[config.mk]
export PLATFORM = sky130hd
export DESIGN_NAME = keypad_loader_top
export DESIGN_NICKNAME = d
export VERILOG_FILES = /design/src/common/loader_pkg.sv /design/src/rtl/data_ram.sv /design/src/rtl/key_sequencer/key_sequencer.sv /design/src/rtl/keypad_loader_top.sv /design/src/rtl/mem_request.sv
export SDC_FILE = /design/constraint.sdc
export NUM_CORES = 1
export LEC_CHECK = 0
export BUFFER_PORTS_ARGS = -buffer_cell sky130_fd_sc_hd__buf_4
export CORE_MARGIN = 1
export CORE_UTILIZATION = 49
export DETAILED_ROUTE_END_ITERATION = 7
export GPL_TIMING_DRIVEN = 1
export PLACE_DENSITY = 0.66
export SETUP_SLACK_MARGIN = 0.4
export SYNTH_ARGS = -nofsm -noshare
export SYNTH_HDL_FRONTEND = slang
export SYNTH_SLANG_ARGS = --single-unit
[constraint.sdc]
create_clock -name clk -period 3.21 [get_ports clk]
set_input_delay 0 -clock clk [delete_from_list [all_inputs] [get_ports clk]]
set_output_delay 0 -clock clk [all_outputs]
set_load 0.01 [all_outputs]
[src/common/loader_pkg.sv]
package loader_pkg;

    typedef logic [31:0] word_t;
    typedef logic [31:0] addr_t;
    typedef logic [7:0]  key_t;

    // Sequencer states, also visible on fsm_state_o
    typedef enum logic [2:0] {
        ENTRY,
        STORE,
        COUNT,
        RUN,
        SHOW_REQ,
        SHOW_WAIT,
        SHOW_HOLD,
        DONE
    } seq_state_t;

    // Keypad codes (ASCII)
    localparam key_t KEY_STORE  = 8'h2a;
    localparam key_t KEY_COMMIT = 8'h23;
    localparam key_t KEY_STOP   = 8'h44;
    localparam key_t KEY_ZERO   = 8'h30;

    // Processor halt word
    localparam word_t HALT_INSTR = 32'h6000_2023;

    // Entered keys from word 0 upward, entry count in the last word
    localparam addr_t DATA_BASE = 32'h0000_0000;
    localparam addr_t COUNT_ADR = 32'h0000_00fc;

    // Access wait of the request unit
    localparam int MEM_WAIT = 3;
    localparam int WAIT_W   = $clog2(MEM_WAIT + 1);

    localparam int RAM_WORDS = 64;
    localparam int RAM_AW    = 6;

endpackage

[src/rtl/data_ram.sv]
`timescale 1ns/10ps

module data_ram (
    input  logic                          clk,
    input  logic                          we_i,
    input  logic [loader_pkg::RAM_AW-1:0] idx_i,
    input  loader_pkg::word_t             wdata_i,
    output loader_pkg::word_t             rdata_o
);
    import loader_pkg::*;

    word_t mem [RAM_WORDS];

    // Read returns the old word when written in the same cycle
    always_ff @(posedge clk) begin
        if (we_i) begin
            mem[idx_i] <= wdata_i;
        end
        rdata_o <= mem[idx_i];
    end

endmodule

[src/rtl/key_sequencer/key_sequencer.sv]
`timescale 1ns/10ps

module key_sequencer (
    input  logic                   clk,
    input  logic                   nRST,
    // Keypad
    input  loader_pkg::key_t       data_i,
    input  logic                   keyvalid_i,
    // Processor
    input  loader_pkg::word_t      instruction_i,
    // Request unit
    input  logic                   done_i,
    input  loader_pkg::word_t      rd_data_i,
    output logic                   write_req_o,
    output logic                   read_req_o,
    output loader_pkg::addr_t      req_adr_o,
    output loader_pkg::word_t      req_wdata_o,
    // Board side
    output logic                   pc_enable_o,
    output loader_pkg::key_t       display_o,
    output logic                   lcd_en_o,
    output loader_pkg::seq_state_t fsm_state_o
);
    import loader_pkg::*;

    seq_state_t state;
    seq_state_t next_state;

    word_t idx;
    word_t next_idx;
    word_t count;
    word_t next_count;
    logic  stop_pend;
    logic  next_stop_pend;

    logic  next_write_req;
    logic  next_read_req;
    addr_t next_adr;
    word_t next_wdata;
    logic  next_pc_enable;
    key_t  next_display;
    logic  next_lcd_en;

    logic  key_store;
    logic  key_commit;
    logic  key_stop;
    logic  halt_seen;

    assign key_store  = keyvalid_i && (data_i == KEY_STORE);
    assign key_commit = keyvalid_i && (data_i == KEY_COMMIT);
    assign key_stop   = keyvalid_i && (data_i == KEY_STOP);
    assign halt_seen  = (instruction_i == HALT_INSTR);

    assign fsm_state_o = state;

    always_ff @(posedge clk, negedge nRST) begin
        if (!nRST) begin
            state       <= ENTRY;
            idx         <= '0;
            count       <= '0;
            stop_pend   <= 1'b0;
            write_req_o <= 1'b0;
            read_req_o  <= 1'b0;
            req_adr_o   <= '0;
            req_wdata_o <= '0;
            pc_enable_o <= 1'b0;
            display_o   <= '0;
            lcd_en_o    <= 1'b0;
        end else begin
            state       <= next_state;
            idx         <= next_idx;
            count       <= next_count;
            stop_pend   <= next_stop_pend;
            write_req_o <= next_write_req;
            read_req_o  <= next_read_req;
            req_adr_o   <= next_adr;
            req_wdata_o <= next_wdata;
            pc_enable_o <= next_pc_enable;
            display_o   <= next_display;
            lcd_en_o    <= next_lcd_en;
        end
    end

    always_comb begin
        next_state     = state;
        next_idx       = idx;
        next_count     = count;
        next_stop_pend = stop_pend;
        next_write_req = 1'b0;
        next_read_req  = 1'b0;
        next_adr       = req_adr_o;
        next_wdata     = req_wdata_o;
        next_pc_enable = pc_enable_o;
        next_display   = display_o;
        next_lcd_en    = 1'b0;

        case (state)
            ENTRY: begin
                if (key_store) begin
                    next_write_req = 1'b1;
                    next_adr       = DATA_BASE + (idx << 2);
                    next_state     = STORE;
                end else if (key_commit) begin
                    next_write_req = 1'b1;
                    next_adr       = COUNT_ADR;
                    next_wdata     = idx;
                    next_count     = idx;
                    next_state     = COUNT;
                end else if (keyvalid_i) begin
                    // Echo the key and keep it as the pending word
                    next_display = data_i;
                    next_wdata   = {24'b0, data_i};
                end
            end

            STORE: begin
                if (done_i) begin
                    next_idx     = idx + 1'b1;
                    next_display = '0;
                    // A * with no key in front stores zero
                    next_wdata   = '0;
                    next_state   = ENTRY;
                end
            end

            COUNT: begin
                if (done_i) begin
                    next_idx       = '0;
                    next_wdata     = '0;
                    next_pc_enable = 1'b1;
                    next_state     = RUN;
                end
            end

            RUN: begin
                // Processor memory traffic is not tracked here
                if (halt_seen || key_stop) begin
                    next_pc_enable = 1'b0;
                    next_idx       = '0;
                    next_stop_pend = 1'b0;
                    next_state     = SHOW_REQ;
                end
            end

            SHOW_REQ: begin
                if (key_store || stop_pend || (idx == count)) begin
                    next_stop_pend = 1'b0;
                    next_state     = DONE;
                end else begin
                    next_read_req = 1'b1;
                    next_adr      = DATA_BASE + (idx << 2);
                    next_state    = SHOW_WAIT;
                end
            end

            SHOW_WAIT: begin
                // Read request stays up until the unit answers
                next_read_req = 1'b1;
                if (done_i) begin
                    next_read_req = 1'b0;
                    next_idx      = idx + 1'b1;
                    next_lcd_en   = 1'b1;
                    next_display  = (rd_data_i[7:0] == 8'h00) ? KEY_ZERO : rd_data_i[7:0];
                    next_state    = SHOW_HOLD;
                end
            end

            SHOW_HOLD: begin
                if (key_store) begin
                    next_stop_pend = 1'b1;
                end
                if (key_commit) begin
                    next_display = '0;
                    next_state   = SHOW_REQ;
                end
            end

            DONE: begin
                // Held until the next reset
            end

            default: begin
                next_state = ENTRY;
            end
        endcase
    end

    // Only one request kind toward the memory unit at a time
    a_req_exclusive: assert property (
        @(posedge clk) disable iff (!nRST)
        !(read_req_o && write_req_o)
    );

    // Processor runs only while the sequencer sits in RUN
    a_pc_enable_run: assert property (
        @(posedge clk) disable iff (!nRST)
        pc_enable_o |-> (state == RUN)
    );

endmodule

[src/rtl/keypad_loader_top.sv]
`timescale 1ns/10ps

module keypad_loader_top (
    input  logic                   clk,
    input  logic                   nRST,
    input  loader_pkg::key_t       data_i,
    input  logic                   keyvalid_i,
    input  loader_pkg::word_t      instruction_i,
    output logic                   pc_enable_o,
    output loader_pkg::key_t       display_o,
    output logic                   lcd_en_o,
    output loader_pkg::seq_state_t fsm_state_o
);
    import loader_pkg::*;

    // Sequencer to request unit
    logic  write_req;
    logic  read_req;
    addr_t req_adr;
    word_t req_wdata;
    logic  done;
    word_t rd_data;

    // Request unit to RAM
    logic              ram_we;
    logic [RAM_AW-1:0] ram_idx;
    word_t             ram_wdata;
    word_t             ram_rdata;

    key_sequencer u_key_sequencer (
        .clk           (clk),
        .nRST          (nRST),
        .data_i        (data_i),
        .keyvalid_i    (keyvalid_i),
        .instruction_i (instruction_i),
        .done_i        (done),
        .rd_data_i     (rd_data),
        .write_req_o   (write_req),
        .read_req_o    (read_req),
        .req_adr_o     (req_adr),
        .req_wdata_o   (req_wdata),
        .pc_enable_o   (pc_enable_o),
        .display_o     (display_o),
        .lcd_en_o      (lcd_en_o),
        .fsm_state_o   (fsm_state_o)
    );

    mem_request u_mem_request (
        .clk         (clk),
        .nRST        (nRST),
        .write_req_i (write_req),
        .read_req_i  (read_req),
        .adr_i       (req_adr),
        .wdata_i     (req_wdata),
        .done_o      (done),
        .rd_data_o   (rd_data),
        .ram_we_o    (ram_we),
        .ram_idx_o   (ram_idx),
        .ram_wdata_o (ram_wdata),
        .ram_rdata_i (ram_rdata)
    );

    data_ram u_data_ram (
        .clk     (clk),
        .we_i    (ram_we),
        .idx_i   (ram_idx),
        .wdata_i (ram_wdata),
        .rdata_o (ram_rdata)
    );

endmodule

[src/rtl/mem_request.sv]
`timescale 1ns/10ps

module mem_request (
    input  logic                          clk,
    input  logic                          nRST,
    input  logic                          write_req_i,
    input  logic                          read_req_i,
    input  loader_pkg::addr_t             adr_i,
    input  loader_pkg::word_t             wdata_i,
    output logic                          done_o,
    output loader_pkg::word_t             rd_data_o,
    output logic                          ram_we_o,
    output logic [loader_pkg::RAM_AW-1:0] ram_idx_o,
    output loader_pkg::word_t             ram_wdata_o,
    input  loader_pkg::word_t             ram_rdata_i
);
    import loader_pkg::*;

    typedef enum logic [1:0] {
        REQ_IDLE,
        REQ_WAIT,
        REQ_ACCESS
    } req_state_t;

    req_state_t        state;
    logic [WAIT_W-1:0] wait_cnt;
    logic              is_write;
    logic [RAM_AW-1:0] idx_q;
    word_t             wdata_q;
    logic              accept;

    // The done cycle still counts as busy, a held read is not taken twice
    assign accept = (state == REQ_IDLE) && !done_o && (write_req_i || read_req_i);

    always_ff @(posedge clk, negedge nRST) begin
        if (!nRST) begin
            state    <= REQ_IDLE;
            wait_cnt <= '0;
            is_write <= 1'b0;
            done_o   <= 1'b0;
        end else begin
            done_o <= 1'b0;
            case (state)
                REQ_IDLE: begin
                    if (accept) begin
                        state    <= REQ_WAIT;
                        wait_cnt <= WAIT_W'(MEM_WAIT - 1);
                        is_write <= write_req_i;
                    end
                end
                REQ_WAIT: begin
                    if (wait_cnt == '0) begin
                        state <= REQ_ACCESS;
                    end else begin
                        wait_cnt <= wait_cnt - 1'b1;
                    end
                end
                REQ_ACCESS: begin
                    // Read data leaves the RAM register in the done cycle
                    state  <= REQ_IDLE;
                    done_o <= 1'b1;
                end
                default: begin
                    state <= REQ_IDLE;
                end
            endcase
        end
    end

    always_ff @(posedge clk) begin
        if (accept) begin
            idx_q   <= adr_i[RAM_AW+1:2];
            wdata_q <= wdata_i;
        end
    end

    assign ram_we_o    = (state == REQ_ACCESS) && is_write;
    assign ram_idx_o   = idx_q;
    assign ram_wdata_o = wdata_q;
    assign rd_data_o   = ram_rdata_i;

    a_done_pulse: assert property (
        @(posedge clk) disable iff (!nRST)
        done_o |=> !done_o
    );

endmodule

## Word level (Yosys, flattened, before mapping)

Memory sizes are Yosys's and may differ from the RTL's. A register that Yosys moved wholly into a read port is not among the register bits.
Index checks and enable logic that the tools add are counted.
Widths: inputs -> output; s select.

- Memories kept: 1
- Input bits: 43
- Output and inout bits: 13
- Word-level logic and storage cells: 140
- Bits in read-only memories: 0
- Register bits: 164
- RAM bits: 2048
- Bits in latches: 0

Memory list:

| memory | depth | bits a word | rd ports | clocked after Yosys merged registers in | wr ports | RTL line | source |
|---|---|---|---|---|---|---|---|
| u_data_ram.mem | 64 | 32 | 1 | 1 | 1 | data_ram.sv:12 | `word_t mem [RAM_WORDS];` |

- Equal/unequal tests: 31
- Add/sub/neg operators: 2
- Bitwise logic cells: 1
- Shifts and indexed selects: 0
- Reduce and logical (&&, ||, !) cells: 36
- Divide/modulo/power cells: 0
- Multiplexer cells: 52
- Order comparisons: 0
- Multipliers: 0

Operator list:

| cell | number |
|---|---|
| $mux 32 | 6 |
| $pmux 32 s3 | 1 |
| $mux 8 | 10 |
| $pmux 32 s2 | 1 |
| $add 32x1->32 const B | 1 |
| $eq 32x31->1 const B | 1 |
| $eq 32x32->1 | 1 |
| $pmux 8 s4 | 1 |
| $ne 2x1->1 const B | 11 |
| $mux 3 | 7 |
| $pmux 3 s7 | 1 |
| $eq 8x6->1 const B | 2 |
| $pmux 8 s2 | 1 |
| $mux 1 | 14 |
| $reduce_and 7->1 | 2 |
| $reduce_and 3->1 | 4 |
| $reduce_and 4->1 | 3 |
| $mux 2 | 5 |
| $ne 2x2->1 const B | 5 |
| $eq 3x3->1 const B | 3 |
| $eq 8x7->1 const B | 1 |
| $logic_not 8->1 | 1 |
| $pmux 2 s2 | 2 |
| $reduce_bool 2->1 | 4 |
| other kinds (20) | 34 |

## Logic depth before layout (Yosys ltp)

- Word-level depth: 6
- Gate-level depth with buffers: 11
- Mapped depth without buffers: 6

## Cells and area by module

A second synthesis with hierarchy kept.

- Cells, all modules: 5079
- Area total of the unflattened synthesis: 87983.1 µm²

By module, submodules not included:

| module | seq. area each (µm²) | cells an instance | area an instance (µm²) | instances |
|---|---|---|---|---|
| data_ram | 62139.6 | 4239 | 78928.2 | 1 |
| key_sequencer | 3553.4 | 744 | 7385.8 | 1 |
| mem_request | 1291.2 | 96 | 1669.1 | 1 |

## Worst setup path after synthesis

Ideal clock, no wire load.

- Kind: register to register
- Start point: register u_mem_request.done_o
- End point: register u_mem_request.wait_cnt[1]
- Period minus slack after synthesis: 2747 ps
- Library setup time: 88 ps
- Arrival time: 2659 ps
- Cell stages (with the launch flop): 6
- Data required time: 3122 ps
- Setup slack: 463 ps
- Path buffers: 1
- Cell sequence: dfrtp_1 -> clkbuf_1 -> nor4_1 -> or2_2 -> nor2_1 -> a41oi_1

- Word-level cells in the longest chain between the ends: 5

Ends and longest elaborated chain:

| element | RTL line | source |
|---|---|---|
| start: declaration | mem_request.sv:10 | `output logic done_o,` |
| start signal: assignment | mem_request.sv:40 | `done_o <= 1'b0;` |
| start signal: assignment | mem_request.sv:42 | `done_o <= 1'b0;` |
| start signal: assignment | mem_request.sv:61 | `done_o <= 1'b1;` |
| $logic_not 1->1 | mem_request.sv:33 | `assign accept = (state == REQ_IDLE) && !done_o && (write_req_i \|\| read_req_i);` |
| $logic_and 1x1->1 (2 in a row) | mem_request.sv:33 |  |
| via u_mem_request.accept | mem_request.sv:30 | `logic accept;` |
| $ne 2x1->1 (no line) | - |  |
| $reduce_and 3->1 (no line) | - |  |
| end signal: assignment | mem_request.sv:47 | `wait_cnt <= WAIT_W'(MEM_WAIT - 1);` |
| end signal: assignment | mem_request.sv:55 | `wait_cnt <= wait_cnt - 1'b1;` |
| end: declaration | mem_request.sv:26 | `logic [WAIT_W-1:0] wait_cnt;` |

The timed path passes the listed nets, and every way through them passes these cells.
A chain may end at the register's enable or synchronous reset.

==> summary.md <==
| Metric | Value |
|---|---|
| Worst EP arrival | about 3.3 ns |
| Predominant post-synthesis flop cell | edfxtp_1 |
| Die area | roughly 55000 sq um |
| Maxcap violations | 0 |
| Worst R2R End | u_data_ram.rdata_o[5] |
| Synth unique cells | 80 |
| Clock Skew | roughly 0.026 ns |
| Fin crit share | 85.6% |
| Main combinational cell family by area after synthesis | compound AO/OA/AOI/OAI gates |
| CTS tree | built |
| Total core area | ~53000 sq um |
| Type of the worst min-delay path | in -> async |
| DRT iter0 DRCs | roughly 1900 |
| Detailed placement HPWL | 44200 um |
| Leakage | 10.3 nW |
| Pwr Density | between 500 and 600 nW/um^2 |
| Fraction of registers with async set/reset | approximately 16% |
| Vias in the first global route | between 15000 and 20000 |
| Family with the most delay on the worst path | compound AO/OA/AOI/OAI gates |
| Port Buffers | 55 |
| Syn avg cell area | around 15 sq um |
| Worst slew margin | a little over 10% |
| Drt pass-1 iters | 5 |
| WL/cell | roughly 27 um |
| Worst-path fanout max | 17 |
| Final WL | approximately 70000 um |
| First-pass GRT wire length | a little over 100000 um |
| Mapped Cells | between 1500 and 2000 |
| WHS | just over 0.08 ns |
| Slowest-stage cell, CP | nor2_1 |
| CP Capture Type | flip-flop |
| Yosys warns | 0 |
| Largest net degree at the start of global routing | 83 |
| Fin. Hold Viols | 0 |
| Top Ports | 56 |
| Syn Std Cell Area | ~26000 sq um |
| Row count | 84 |
| Post-Synth Adder-Cell Area | less than 1% |
| Synth Area in XOR/XNOR | under 10% |
| Syn Nets | around 1700 |
| Post-synth EDFFs | about 530 |
| Critical path class | reg -> reg |
| Worst-Skew Late Latency | roughly 0.6 ns |
| Synth top area cells | edfxtp_1 60%, dfrtp_1 9.5%, mux4_2 4.3% |
| Initial antenna violation count | 0 |
| Total power | roughly 0.017 W |
| Final setup vio count | 0 |
| Unrepaired setup endpoints after global routing | false |
| Root Driver | clkbuf_16 |
| Synth-to-Final Area Change | 16.3% |
| Die Ht | about 230 um |
| Reg2reg start | u_mem_request.ram_idx_o[0] |
| Synth Area in Simple Gates | under 10% |
| Multiplexer share of the synthesized area | about 9.7% |
| Drt drc | 0 |
| Top-count cell post-synth | edfxtp_1 |
| H-tree levels | 3 |
| Reg2Reg Depth | 8 |
| Cell Chain, Critical Path | buf_4 -> buf_4 -> nor2_1 -> buf_4 -> a221oi_1 -> o22ai_1 -> a22oi_1 -> nand4_1 |
| VDD IR-drop max | around 0.36 mV |
| Synthesis-stage register bit count | ~630 |
| Clk buf depth | 3 |
| Synth Area in Compound Gates | 9.87% |
| ANT cells | 0 |
| GRT Resource Usage Total | around 26% |
| Largest stage delay, worst path | about 0.60 ns |
| Overflow after GRT | 0 |
| DR vias/cell | 6.36 |
| Slew @ Worst Pin | about 1.3 ns |
| CTS Sinks | about 630 |
| CTS clk-pin slew, worst paths | 0.07 ns |
| Min Clock Period, post-route | 2.75 ns |
| Startpoint Class | flip-flop |
| Reg2Reg Setup Slack | roughly 0.46 ns |
| Routability cong. | 0.924 |
| CP dominant cell by count | buf_4 |
| Seq/Total Area, Yosys | 70.1% |
| Final Max Tran Viols | 0 |
| Worst EP required | about 3.8 ns |
| Post-synth top area share | 60.0% |
| Die W | roughly 230 um |
| Commonest cells post-synth | 526 x edfxtp_1, 110 x nor2_1, 100 x dfrtp_1 |
| TritonCTS Buffers | 66 |
| Leading area contributor after synthesis | edfxtp_1 |
| Layout Nets | about 1900 |
| Outcome | completed |
| Setup TNS | 0 ns |
| Peak Freq | 364 MHz |
| Share of cells above drive strength 1 | 23.7% |
| Starting Density | approximately 50% |
| Post-route ant nets | 0 |
| Vias | ~17000 |
| Buf+Inv Stages, Crit Path | 3 |
-- metal layers --
metal | global-route usage (%) | routed length, um
met5 | 0 | 0
met1 | 36.7 | 29100
met2 | 39.8 | 32700
met3 | 4.52 | 5570
met4 | 9.64 | 2730
-- cells by family after synthesis --
logic type | Yosys count
compound gates | 369
xor+xnor | 32
fa+ha+maj | 2
buf+inv | 140
flops | 634
mux | 180
simple gates | 345
-- repair_timing --
item | in CTS | in global routing
setup endpoints to repair | 8 | 30
endpoints found under the hold margin | 96 | 0
cloned | 0 | 1
hold buffers | 11 | 0
buffers inserted | 0 | 11
pin swaps | 0 | 0
resized for setup | 3 | 6
-- cell usage in the layout (no fill, tap or decap), drive strengths merged, types with 19 or more instances in the layout --
cell type  netlist  layout
inv             21      23
xnor2           32      32
o21ai           61      61
a31oi           38      38
nand4           21      21
clkbuf          64      91
a221oi          36      36
mux2            82      82
o31ai           25      25
o22ai           29      29
nand3           21      21
nor3            19      19
a21oi           44      44
a22oi           39      39
mux4            52      52
nand2           73      73
mux2i           46      46
a221o           20      20
buf             55     208
dfrtp          100     100
edfxtp         526     526
nor2           110     110
-- registers in the layout (all words and copies together) (netlist names) --
| name | flops |
|---|---|
| u_mem_request.is_write | 1 |
| u_data_ram.rdata_o | 8 |
| u_mem_request.done_o | 1 |
| u_mem_request.ram_wdata_o | 8 |
| u_key_sequencer.read_req_o | 1 |
| u_key_sequencer.count | 32 |
| u_mem_request.wait_cnt | 2 |
| u_key_sequencer.lcd_en_o | 1 |
| u_key_sequencer.req_wdata_o | 8 |
| u_key_sequencer.stop_pend | 1 |
| u_key_sequencer.display_o | 8 |
| u_key_sequencer.idx | 32 |
| u_key_sequencer.write_req_o | 1 |
| u_data_ram.mem | 512 |
| u_mem_request.state | 2 |
| u_mem_request.ram_idx_o | 6 |
| u_key_sequencer.fsm_state_o | 3 |
| u_key_sequencer.req_adr_o | 6 |
| u_key_sequencer.pc_enable_o | 1 |
-- worst max path at each step --
stage | end | slack (ns) | depth (start not counted) | start
6_report | u_data_ram.rdata_o[5] | 0.46 | 8 | u_mem_request.ram_idx_o[0]
5_1_grt | u_data_ram.rdata_o[6] | 0.41 | 7 | u_mem_request.ram_idx_o[1]
4_1_cts | u_data_ram.mem[28][6] | 0.41 | 6 | u_mem_request.ram_idx_o[1]
2_1_floorplan | u_mem_request.wait_cnt[1] | 0.46 | 5 | u_mem_request.done_o
3_5_place_dp | u_data_ram.rdata_o[4] | 0.37 | 6 | u_mem_request.ram_idx_o[0]
3_3_place_gp | u_data_ram.rdata_o[4] | 0.45 | 7 | u_mem_request.ram_idx_o[1]
-- stage by stage --
| stage | std cells | cell area (sq um) | worst slack, ns | utilization (%) |
|---|---|---|---|---|
| 6_report | 2602 | 30600 | 0.462 | 57.9 |
| 2_1_floorplan | 1702 | 26300 | 0.463 | - |
| 5_1_grt | 2602 | 30600 | 0.406 | 57.9 |
| 3_3_place_gp | 2468 | 28200 | 0.448 | 53.4 |
| 3_5_place_dp | 2468 | 28200 | 0.368 | 53.4 |
| 4_1_cts | 2590 | 30500 | 0.410 | 57.7 |
-- where the power goes --
part / switching, W / internal (W)
combinational: 0.0000580 / 0.0000545
clock: 0.00307 / 0.00462
sequential: 0.00000199 / 0.00880
total: 0.00313 / 0.0135
-- layout make-up --
class / instances / area, sq um
sequential: 634 / 18500
clock inverter: 21 / 290
multi-input combinational: 928 / 7280
inverter: 21 / 82.6
tap: 688 / 861
fill: 4005 / 22300
clock buffer: 90 / 1870
timing repair buffer: 220 / 1770
Note: power is estimated with default switching activity, not from simulation.
